### src/verilog/rename_pkg.sv
// sizes are fixed here for all blocks; free_depth must stay a power of two for the free list
package rename_pkg;

  // architectural and physical register file sizes
  localparam int arch_count = 16;
  localparam int phys_count = 24;

  // every physical register outside the committed map sits in the free list
  localparam int free_depth = phys_count - arch_count;

  // field widths derived from the sizes
  localparam int arch_w = $clog2(arch_count);
  localparam int phys_w = $clog2(phys_count);
  localparam int cnt_w  = $clog2(free_depth + 1);

  // architectural register index
  typedef logic [arch_w-1:0] arch_idx_t;

  // physical register tag
  // tag 0 never matches on the broadcast bus
  typedef logic [phys_w-1:0] phys_tag_t;

  // number of free entries, 0 up to free_depth
  typedef logic [cnt_w-1:0] free_cnt_t;

endpackage
### src/verilog/rename_unit.sv
// rename stage top; LANES from 1 to 4, retirement and broadcasts come straight from outside
`timescale 1ns/1ps

module rename_unit
  import rename_pkg::*;
#(
  parameter int LANES = 2
) (
  input  logic                         clock,
  input  logic                         reset,

  // rename group, lane LANES-1 oldest
  input  logic      [LANES-1:0]        dest_valid,
  input  arch_idx_t [LANES-1:0]        dest_ar,
  input  arch_idx_t [LANES-1:0]        src1_ar,
  input  arch_idx_t [LANES-1:0]        src2_ar,

  // completion broadcasts
  input  logic      [LANES-1:0]        cdb_valid,
  input  phys_tag_t [LANES-1:0]        cdb_tag,

  // retirement in program order
  input  logic      [LANES-1:0]        retire_valid,
  input  arch_idx_t [LANES-1:0]        retire_ar,
  input  phys_tag_t [LANES-1:0]        retire_tag,

  // branch recovery strobe
  input  logic                         recover,

  output phys_tag_t [LANES-1:0]        src1_tag,
  output logic      [LANES-1:0]        src1_ready,
  output phys_tag_t [LANES-1:0]        src2_tag,
  output logic      [LANES-1:0]        src2_ready,
  output phys_tag_t [LANES-1:0]        dest_tag,
  output phys_tag_t [LANES-1:0]        told_tag,
  output logic                         rename_stall,
  output free_cnt_t                    free_count
);

  // committed mapping for recovery
  phys_tag_t [arch_count-1:0] arch_map;

  // retirement releases toward the free list
  logic      [LANES-1:0]      freed_valid;
  phys_tag_t [LANES-1:0]      freed_tag;

  map_table #(
    .LANES(LANES)
  ) map_table_inst (
    .clock       (clock),
    .reset       (reset),
    .recover     (recover),
    .arch_map    (arch_map),
    .cdb_valid   (cdb_valid),
    .cdb_tag     (cdb_tag),
    .dest_valid  (dest_valid),
    .dest_ar     (dest_ar),
    .alloc_tag   (dest_tag),
    .rename_stall(rename_stall),
    .src1_ar     (src1_ar),
    .src2_ar     (src2_ar),
    .src1_tag    (src1_tag),
    .src2_tag    (src2_tag),
    .src1_ready  (src1_ready),
    .src2_ready  (src2_ready),
    .told_tag    (told_tag)
  );

  arch_map_table #(
    .LANES(LANES)
  ) arch_map_table_inst (
    .clock       (clock),
    .reset       (reset),
    .retire_valid(retire_valid),
    .retire_ar   (retire_ar),
    .retire_tag  (retire_tag),
    .arch_map    (arch_map),
    .freed_valid (freed_valid),
    .freed_tag   (freed_tag)
  );

  // the allocated tags double as the destination tags of the group
  free_list #(
    .LANES(LANES)
  ) free_list_inst (
    .clock       (clock),
    .reset       (reset),
    .recover     (recover),
    .dest_valid  (dest_valid),
    .freed_valid (freed_valid),
    .freed_tag   (freed_tag),
    .alloc_tag   (dest_tag),
    .rename_stall(rename_stall),
    .free_count  (free_count)
  );

endmodule

### src/verilog/free_list.sv
// free tag FIFO; a group allocates all or nothing, a recovery rewinds to the committed read pointer
`timescale 1ns/1ps

module free_list
  import rename_pkg::*;
#(
  parameter int LANES = 2
) (
  input  logic                         clock,
  input  logic                         reset,
  input  logic                         recover,

  // allocation requests
  input  logic      [LANES-1:0]        dest_valid,

  // tags returned by retirement
  input  logic      [LANES-1:0]        freed_valid,
  input  phys_tag_t [LANES-1:0]        freed_tag,

  output phys_tag_t [LANES-1:0]        alloc_tag,
  output logic                         rename_stall,
  output free_cnt_t                    free_count
);

  localparam int ptr_w = $clog2(free_depth);

  // one extra wrap bit so a full list differs from an empty one
  typedef logic [ptr_w:0] ptr_t;

  phys_tag_t [free_depth-1:0] slot_q;
  phys_tag_t [free_depth-1:0] slot_next;
  ptr_t                       rd_q;
  ptr_t                       wr_q;
  ptr_t                       commit_q;
  ptr_t                       wr_next;
  ptr_t                       commit_next;
  free_cnt_t                  count_q;
  int                         need;
  int                         freed_cnt;

  // hand out tags in order, oldest requesting lane first
  always_comb begin
    ptr_t pos;
    pos  = rd_q;
    need = 0;
    for (int lane = LANES - 1; lane >= 0; lane--) begin
      alloc_tag[lane] = slot_q[pos[ptr_w-1:0]];
      if (dest_valid[lane]) begin
        pos  = pos + 1'b1;
        need = need + 1;
      end
    end
  end

  // stall when the registered count cannot cover the whole group
  assign rename_stall = need > int'(count_q);
  assign free_count   = count_q;

  // append released tags in lane order
  always_comb begin
    slot_next = slot_q;
    wr_next   = wr_q;
    freed_cnt = 0;
    for (int lane = LANES - 1; lane >= 0; lane--) begin
      if (freed_valid[lane]) begin
        slot_next[wr_next[ptr_w-1:0]] = freed_tag[lane];
        wr_next   = wr_next + 1'b1;
        freed_cnt = freed_cnt + 1;
      end
    end
    // one committed allocation per retirement
    commit_next = commit_q + ptr_t'(freed_cnt);
  end

  always_ff @(posedge clock) begin
    if (reset) begin
      // tags above the identity mapping start out free
      for (int i = 0; i < free_depth; i++) begin
        slot_q[i] <= phys_tag_t'(arch_count + i);
      end
      rd_q     <= '0;
      wr_q     <= ptr_t'(free_depth);
      commit_q <= '0;
      count_q  <= free_cnt_t'(free_depth);
    end else begin
      slot_q   <= slot_next;
      wr_q     <= wr_next;
      commit_q <= commit_next;
      if (recover) begin
        // speculative allocations are dropped, retirements still count
        rd_q    <= commit_next;
        count_q <= free_cnt_t'(wr_next - commit_next);
      end else if (rename_stall) begin
        count_q <= count_q + free_cnt_t'(freed_cnt);
      end else begin
        rd_q    <= rd_q + ptr_t'(need);
        count_q <= count_q - free_cnt_t'(need) + free_cnt_t'(freed_cnt);
      end
    end
  end

endmodule

### src/verilog/arch_map_table.sv
// committed map; retirements must arrive in program order with lane LANES-1 the oldest
`timescale 1ns/1ps

module arch_map_table
  import rename_pkg::*;
#(
  parameter int LANES = 2
) (
  input  logic                         clock,
  input  logic                         reset,

  // retirements for this cycle
  input  logic      [LANES-1:0]        retire_valid,
  input  arch_idx_t [LANES-1:0]        retire_ar,
  input  phys_tag_t [LANES-1:0]        retire_tag,

  // mapping after this cycle's commits, used for recovery
  output phys_tag_t [arch_count-1:0]   arch_map,

  // tags released by the retirements
  output logic      [LANES-1:0]        freed_valid,
  output phys_tag_t [LANES-1:0]        freed_tag
);

  phys_tag_t [arch_count-1:0] commit_q;
  phys_tag_t [arch_count-1:0] commit_next;

  // apply retirements oldest first, each lane frees whatever it overwrites
  always_comb begin
    commit_next = commit_q;
    for (int lane = LANES - 1; lane >= 0; lane--) begin
      // an older lane of the same group may already have replaced this entry
      freed_tag[lane] = commit_next[retire_ar[lane]];
      if (retire_valid[lane]) begin
        commit_next[retire_ar[lane]] = retire_tag[lane];
      end
    end
  end

  // every retirement releases exactly one tag
  assign freed_valid = retire_valid;
  assign arch_map    = commit_next;

  always_ff @(posedge clock) begin
    if (reset) begin
      for (int i = 0; i < arch_count; i++) begin
        commit_q[i] <= phys_tag_t'(i);
      end
    end else begin
      commit_q <= commit_next;
    end
  end

endmodule

### src/verilog/map_table.sv
// speculative map; lane LANES-1 is oldest, source lookups see older lanes and this cycle's broadcasts
`timescale 1ns/1ps

module map_table
  import rename_pkg::*;
#(
  parameter int LANES = 2
) (
  input  logic                         clock,
  input  logic                         reset,

  // recovery copies the committed mapping at the next edge
  input  logic                         recover,
  input  phys_tag_t [arch_count-1:0]   arch_map,

  // completion broadcasts
  input  logic      [LANES-1:0]        cdb_valid,
  input  phys_tag_t [LANES-1:0]        cdb_tag,

  // destination renames
  input  logic      [LANES-1:0]        dest_valid,
  input  arch_idx_t [LANES-1:0]        dest_ar,
  input  phys_tag_t [LANES-1:0]        alloc_tag,
  input  logic                         rename_stall,

  // source lookups
  input  arch_idx_t [LANES-1:0]        src1_ar,
  input  arch_idx_t [LANES-1:0]        src2_ar,
  output phys_tag_t [LANES-1:0]        src1_tag,
  output phys_tag_t [LANES-1:0]        src2_tag,
  output logic      [LANES-1:0]        src1_ready,
  output logic      [LANES-1:0]        src2_ready,

  // mapping overwritten by each lane's destination
  output phys_tag_t [LANES-1:0]        told_tag
);

  // registered mapping and ready bits
  phys_tag_t [arch_count-1:0] map_q;
  logic      [arch_count-1:0] ready_q;

  // stage LANES is the woken current state, stage 0 carries every rename of the group
  phys_tag_t [arch_count-1:0] stage_map   [LANES+1];
  logic      [arch_count-1:0] stage_ready [LANES+1];

  // true when any valid broadcast carries this tag, tag 0 never matches
  function automatic logic cdb_match(input phys_tag_t tag);
    logic hit;
    hit = 1'b0;
    if (tag != '0) begin
      for (int c = 0; c < LANES; c++) begin
        if (cdb_valid[c] && (cdb_tag[c] == tag)) begin
          hit = 1'b1;
        end
      end
    end
    return hit;
  endfunction

  // next-state build: wakeup first, then renames oldest to youngest
  always_comb begin
    for (int r = 0; r < arch_count; r++) begin
      stage_map[LANES][r]   = map_q[r];
      stage_ready[LANES][r] = ready_q[r] | cdb_match(map_q[r]);
    end

    for (int lane = LANES - 1; lane >= 0; lane--) begin
      stage_map[lane]   = stage_map[lane+1];
      stage_ready[lane] = stage_ready[lane+1];
      if (dest_valid[lane] && !rename_stall) begin
        stage_map[lane][dest_ar[lane]] = alloc_tag[lane];
        // register 0 is hardwired, so it never waits on a producer
        if (dest_ar[lane] != '0) begin
          stage_ready[lane][dest_ar[lane]] = 1'b0;
        end
      end
    end
  end

  // each lane reads the stage just older than itself
  always_comb begin
    for (int lane = 0; lane < LANES; lane++) begin
      src1_tag[lane]   = stage_map[lane+1][src1_ar[lane]];
      src2_tag[lane]   = stage_map[lane+1][src2_ar[lane]];
      src1_ready[lane] = stage_ready[lane+1][src1_ar[lane]];
      src2_ready[lane] = stage_ready[lane+1][src2_ar[lane]];
    end
  end

  // start-of-cycle mapping of each destination
  always_comb begin
    for (int lane = 0; lane < LANES; lane++) begin
      told_tag[lane] = map_q[dest_ar[lane]];
    end
  end

  always_ff @(posedge clock) begin
    if (reset) begin
      // identity mapping, everything ready
      for (int i = 0; i < arch_count; i++) begin
        map_q[i] <= phys_tag_t'(i);
      end
      ready_q <= '1;
    end else if (recover) begin
      // committed values are ready by definition
      map_q   <= arch_map;
      ready_q <= '1;
    end else begin
      map_q   <= stage_map[0];
      ready_q <= stage_ready[0];
    end
  end

endmodule

### config.mk
export PLATFORM = sky130hd
export DESIGN_NAME = rename_unit
export DESIGN_NICKNAME = d
export VERILOG_FILES = /design/src/verilog/rename_pkg.sv /design/src/verilog/rename_unit.sv /design/src/verilog/free_list.sv /design/src/verilog/arch_map_table.sv /design/src/verilog/map_table.sv
export SDC_FILE = /design/constraint.sdc
export NUM_CORES = 1
export LEC_CHECK = 0
export ABC_AREA = 1
export BUFFER_PORTS_ARGS = -buffer_cell sky130_fd_sc_hd__buf_2
export CELL_PAD_IN_SITES_DETAIL_PLACEMENT = 0
export CELL_PAD_IN_SITES_GLOBAL_PLACEMENT = 1
export CORE_ASPECT_RATIO = 2
export CORE_MARGIN = 2
export CORE_UTILIZATION = 39
export DETAILED_ROUTE_END_ITERATION = 10
export PLACE_DENSITY = 0.83
export REMOVE_ABC_BUFFERS = 1
export SLEW_MARGIN = 15
export SYNTH_ARGS = -nofsm -noshare
export SYNTH_HDL_FRONTEND = slang
export SYNTH_SLANG_ARGS = --single-unit
export TNS_END_PERCENT = 1
### constraint.sdc
create_clock -name clock -period 2.55 [get_ports clock]
set_input_delay 0.255 -clock clock [delete_from_list [all_inputs] [get_ports clock]]
set_output_delay 0.255 -clock clock [all_outputs]
set_load 0.01 [all_outputs]
==> results of run 1 <==
[logic make-up after synthesis]
logic type | Yosys count
AND/OR/NAND/NOR | 2164
AO/OA/AOI/OAI | 877
buffers and inverters | 644
flip-flops | 231
adder cells (fa/ha/maj) | 27
XOR/XNOR | 18
[stage by stage]
stage / worst slack [ns] / TNS [ns] / area, um^2 / cells
after CTS: -0.495 / -7.65 / 30600 / 5326
after detailed placement: -0.693 / -53.96 / 28200 / 5261
after global placement: -0.685 / -53.51 / 28200 / 5261
after floorplan: -1.11 / -37.60 / 21100 / 3753
[what timing repair did]
action / CTS
resized for setup: 325
buffers inserted: 25
setup endpoints to repair: 107
pin swaps: 102
gates cloned: 1
[per-layer routing]
metal  GRT overflow  GRT usage [%]
met3              0           25.0
met5              0          0.853
met4              9           62.7
met1              0           53.4
met2              6           83.3
==> metrics, run 1 <==
largest family of logic cells by synthesized area=simple AND/OR/NAND/NOR gates; Num CTS Buffers=22; CTS sink cnt=231; register area share after synthesis=21.0%; Adder-Cell Fraction of Synth Area=1.67%; grt ovf=15; Boundary Pins=110; EDFF count, synth=0; share of the synthesized area in the top cell type=21.0%; stop err=[ERROR GRT-0116] Global routing finished with congestion. Check the congestion regions in the DRC Viewer.; Cell Area, Synth=22000 um^2; port bufs=109; largest net degree at the start of global routing=85; maximum clock path buffer count=3; GP Congestion=1.16; vias in the first global route=33300; Synth Area in XOR/XNOR=0.716%; gr usage total=55.9%; outcome=did not finish; Yosys reg bits=231; synthesized area per cell=5.56 um^2; post-synth top area cell=dfxtp_1; mux cell area share after synthesis=0%; Die X=172 um; compound-cell area share of the yosys netlist=21.8%; Post-DP HPWL=116 mm; CTS root buf=clkbuf_16; Chip Height=340 um; Synth async-reset ratio=0%; hold_buf cts=0; top cells by area, synth=dfxtp_1 (21%), nand2_1 (18%), nand3_1 (16%); stage reached=global routing; Commonest cells post-synth=nand2_1 (1066), nand3_1 (699), o21ai_0 (420), inv_1 (404), nor2_1 (276); # H-tree levels=1; Syn Inst Count=3961; first-pass GRT wire length=236 mm; Primary FF master, synth=dfxtp_1; most frequent cell after synthesis=nand2_1; Syn. warnings=0; post-synth cell types=48; Simple-Gate Fraction of Synth Area=43.1%; initial core utilization=39.3%; row cnt=123
==> run 2, diff against run 1 <==
Settings changed: CELL_PAD_IN_SITES_DETAIL_PLACEMENT 0 to default, CELL_PAD_IN_SITES_GLOBAL_PLACEMENT 1 to default, CORE_ASPECT_RATIO 2 to default, CORE_UTILIZATION 39 to 25, PLACE_DENSITY 0.83 to default, PLACE_DENSITY_LB_ADDON from default to 0.15.
Clock period 2.55 ns to 3.3 ns, I/O delays scaled along.
==> metrics, run 2 <==
Hold Path Class=input pin to flip-flop; synthesized area per cell=5.56 um^2 (unchanged); initial antenna violation count=1; register area share after synthesis=21.0% (unchanged); hold endpoint=free_list_inst.wr_q[2]; gr usage total=27.7%; R2R Setup Slk=0.50 ns; vias per cell=5.41; period utilization=99.2%; Top Registers=arch_map_table_inst.commit_q: 80 flops, map_table_inst.map_q: 80 flops, free_list_inst.slot_q: 40 flops; initial DRC count=3781; Post-DP HPWL=97.5 mm (-16%); Hold Path Origin=reset; relative slew slack=37.1%; CTS sink cnt=231 (unchanged); power per cell area=436 nW/um^2; Area Growth Syn to Fin=22.6%; row cnt=108 (-12%); Num CTS Buffers=28 (+27%); Yosys reg bits=231 (unchanged); Worst-Skew Late Latency=0.58 ns; post-synth cell types=48 (unchanged); Largest stage delay, worst path=0.36 ns; Hold Violations, Final=0; most frequent cell after synthesis=nand2_1; Clk pin slew, worst setup/hold paths=0.06 ns; initial core utilization=25.3% (-14 points); Crit Path Class=flip-flop to output pin; # H-tree levels=1 (unchanged); Worst setup EP type=output pin; MaxCap Viol Count=0; CP max-delay cell=dfxtp_2; Max Clock Skew=0.0204 ns; share of the synthesized area in the top cell type=21.0% (unchanged); CP Data Required Time=2.97 ns; critical path arrival=2.94 ns; Crit path top cell by count=nand3_2; Boundary Pins=110 (unchanged); CTS root buf=clkbuf_16; maximum clock path buffer count=3 (unchanged); peak supply drop=0.333 mV; Commonest cells post-synth=nand2_1 (1066), nand3_1 (699), o21ai_0 (420), inv_1 (404), nor2_1 (276); WP depth=15; top cells by area, synth=dfxtp_1 (21%), nand2_1 (18%), nand3_1 (16%); largest net degree at the start of global routing=66; Simple-Gate Fraction of Synth Area=43.1% (unchanged); Max Transition Viols Final=0; RSZ-0062 raised after global routing=true; Die X=301 um (+75%); most frequent cells in the layout=nand2_1 (1041), nand3_1 (633), o21ai_0 (420); Setup Viol. Count Final=0; vias in the first global route=26600; Residual DRC=0; first-pass GRT wire length=185 mm; detailed-route via count=28900; wire per inst=24.4 um; EDFF count, synth=0 (unchanged); final wirelength=130 mm; R2R Path End=free_list_inst.free_count[3]; outcome=finished, final reports clean; FF-to-FF path depth=15; post-layout min period=3.27 ns; post-synth top area cell=dfxtp_1; core area=87000 um^2; Cell Area, Synth=22000 um^2 (unchanged); GP Congestion=1.01 (-13%); Worst Tran Pin Value=0.942 ns; NumNets Final=4246; Adder-Cell Fraction of Synth Area=1.67% (unchanged); CTS tree=done; CP Launch Type=flip-flop; Worst Hold Depth=2; most common library cell in the layout ignoring fill and taps=nand2_1; Pre-Repair DR Iteration Count=9; Primary FF master, synth=dfxtp_1; port bufs=109 (unchanged); mux cell area share after synthesis=0% (unchanged); Cell Count, Final, Fillers Out=5338; Buf/Inv on CP=4; compound-cell area share of the yosys netlist=21.8% (unchanged); largest family of logic cells by synthesized area=simple AND/OR/NAND/NOR gates; Syn Inst Count=3961 (unchanged); Die ar.=90400 um^2; grt ovf=0; CP max FO=6; Synth Area in XOR/XNOR=0.716% (unchanged); Max Clock Freq=306 MHz; Lkg Pwr=13.0 nW; Syn. warnings=0 (unchanged); WHS=0.0598 ns; worst r2r src=free_list_inst.wr_q[1]; fraction of layout cells with a size suffix above 1=15.6%; Synth async-reset ratio=0% (unchanged); Chip Height=301 um (-12%); crit-path cells=inv_2, ha_4, nand3_2, nand2_4, clkinv_8, nand2_8, buf_4, nand3_2, nand2_1, nand3_1, nand3_1, nand3_2, nand3_2, nand2_4, buf_2; Routed Antenna Nets=0; CP delay by family, top=simple AND/OR/NAND/NOR gates; dpl cells=5266 (+0.095%)
## run 2: cell counts after synthesis
No cell type changed its count.
## run 2: repair_timing
item	CTS	global route
endpoints found under the setup margin	13	18
buffers inserted	4	7
hold buffers	0	0
pin swaps	10	42
cloned	3	3
hold endpoints to repair	0	0
gates resized for setup	62	107
## run 2: where the power goes
group / leakage, nW / switching, W / internal (W)
Clock: 0.515 / 0.00137 / 0.00220
Sequential: 1.89 / 0.000229 / 0.00296
Combinational: 10.6 / 0.00343 / 0.00157
Total: 13.0 / 0.00503 / 0.00673
## run 2: metal layers
| metal | share of wire, % | GRT usage (%) |
|---|---|---|
| met1 | 44 | 38.8 |
| met2 | 42 | 42.3 |
| met3 | 9.2 | 3.89 |
| met4 | 4.7 | 11.6 |
| met5 | 0 | 0 |
## run 2: how the worst max path moves through the flow
stage | end | from
floorplan | map_table_inst.map_q[11] | reset
global placement | src1_tag[4] | dest_valid[1]
detailed placement | src1_tag[2] | dest_valid[1]
CTS | src1_tag[0] | free_list_inst.free_count[0]
global route | src2_tag[2] | free_list_inst.free_count[0]
finish | src1_tag[4] | free_list_inst.free_count[0]
## run 2: per-stage QoR
step                utilization, %  worst slack (ns)  total power (W)  area, um^2  TNS (ns)
floorplan                        -            -0.434          0.00540       21100    -13.90
global placement              28.8           -0.0268          0.00781       25100   -0.0557
detailed placement            28.8           -0.0359          0.00777       25100    -0.103
CTS                           30.4           -0.0182           0.0116       26400   -0.0904
global route                  31.0           -0.0674           0.0123       27000    -0.489
finish                        31.0            0.0278           0.0118       27000         0
## run 2: area by class of cell
class | count | area, um^2
Clock inverter | 15 | 230
Timing Repair inverter | 1 | 7.51
Antenna cell | 3 | 7.51
Multi-Input combinational cell | 3089 | 15400
Clock buffer | 37 | 816
Sequential cell | 231 | 4630
Timing Repair Buffer | 371 | 2700
Tap cell | 1155 | 1450
Inverter | 436 | 1680
Fill cell | 9951 | 60000
## run 2: cells by family (layout without fill, tap and decap cells)
logic type,count (synthesis),after routing
and+or+nand+nor,2164,2167
xor gates and xnor gates,18,18
buffers and inverters,644,860
AOI/OAI and AO/OA,877,877
adders and majority gates,27,27
DFF,231,231
other,0,3
Note: power is estimated with default switching activity, not from simulation.
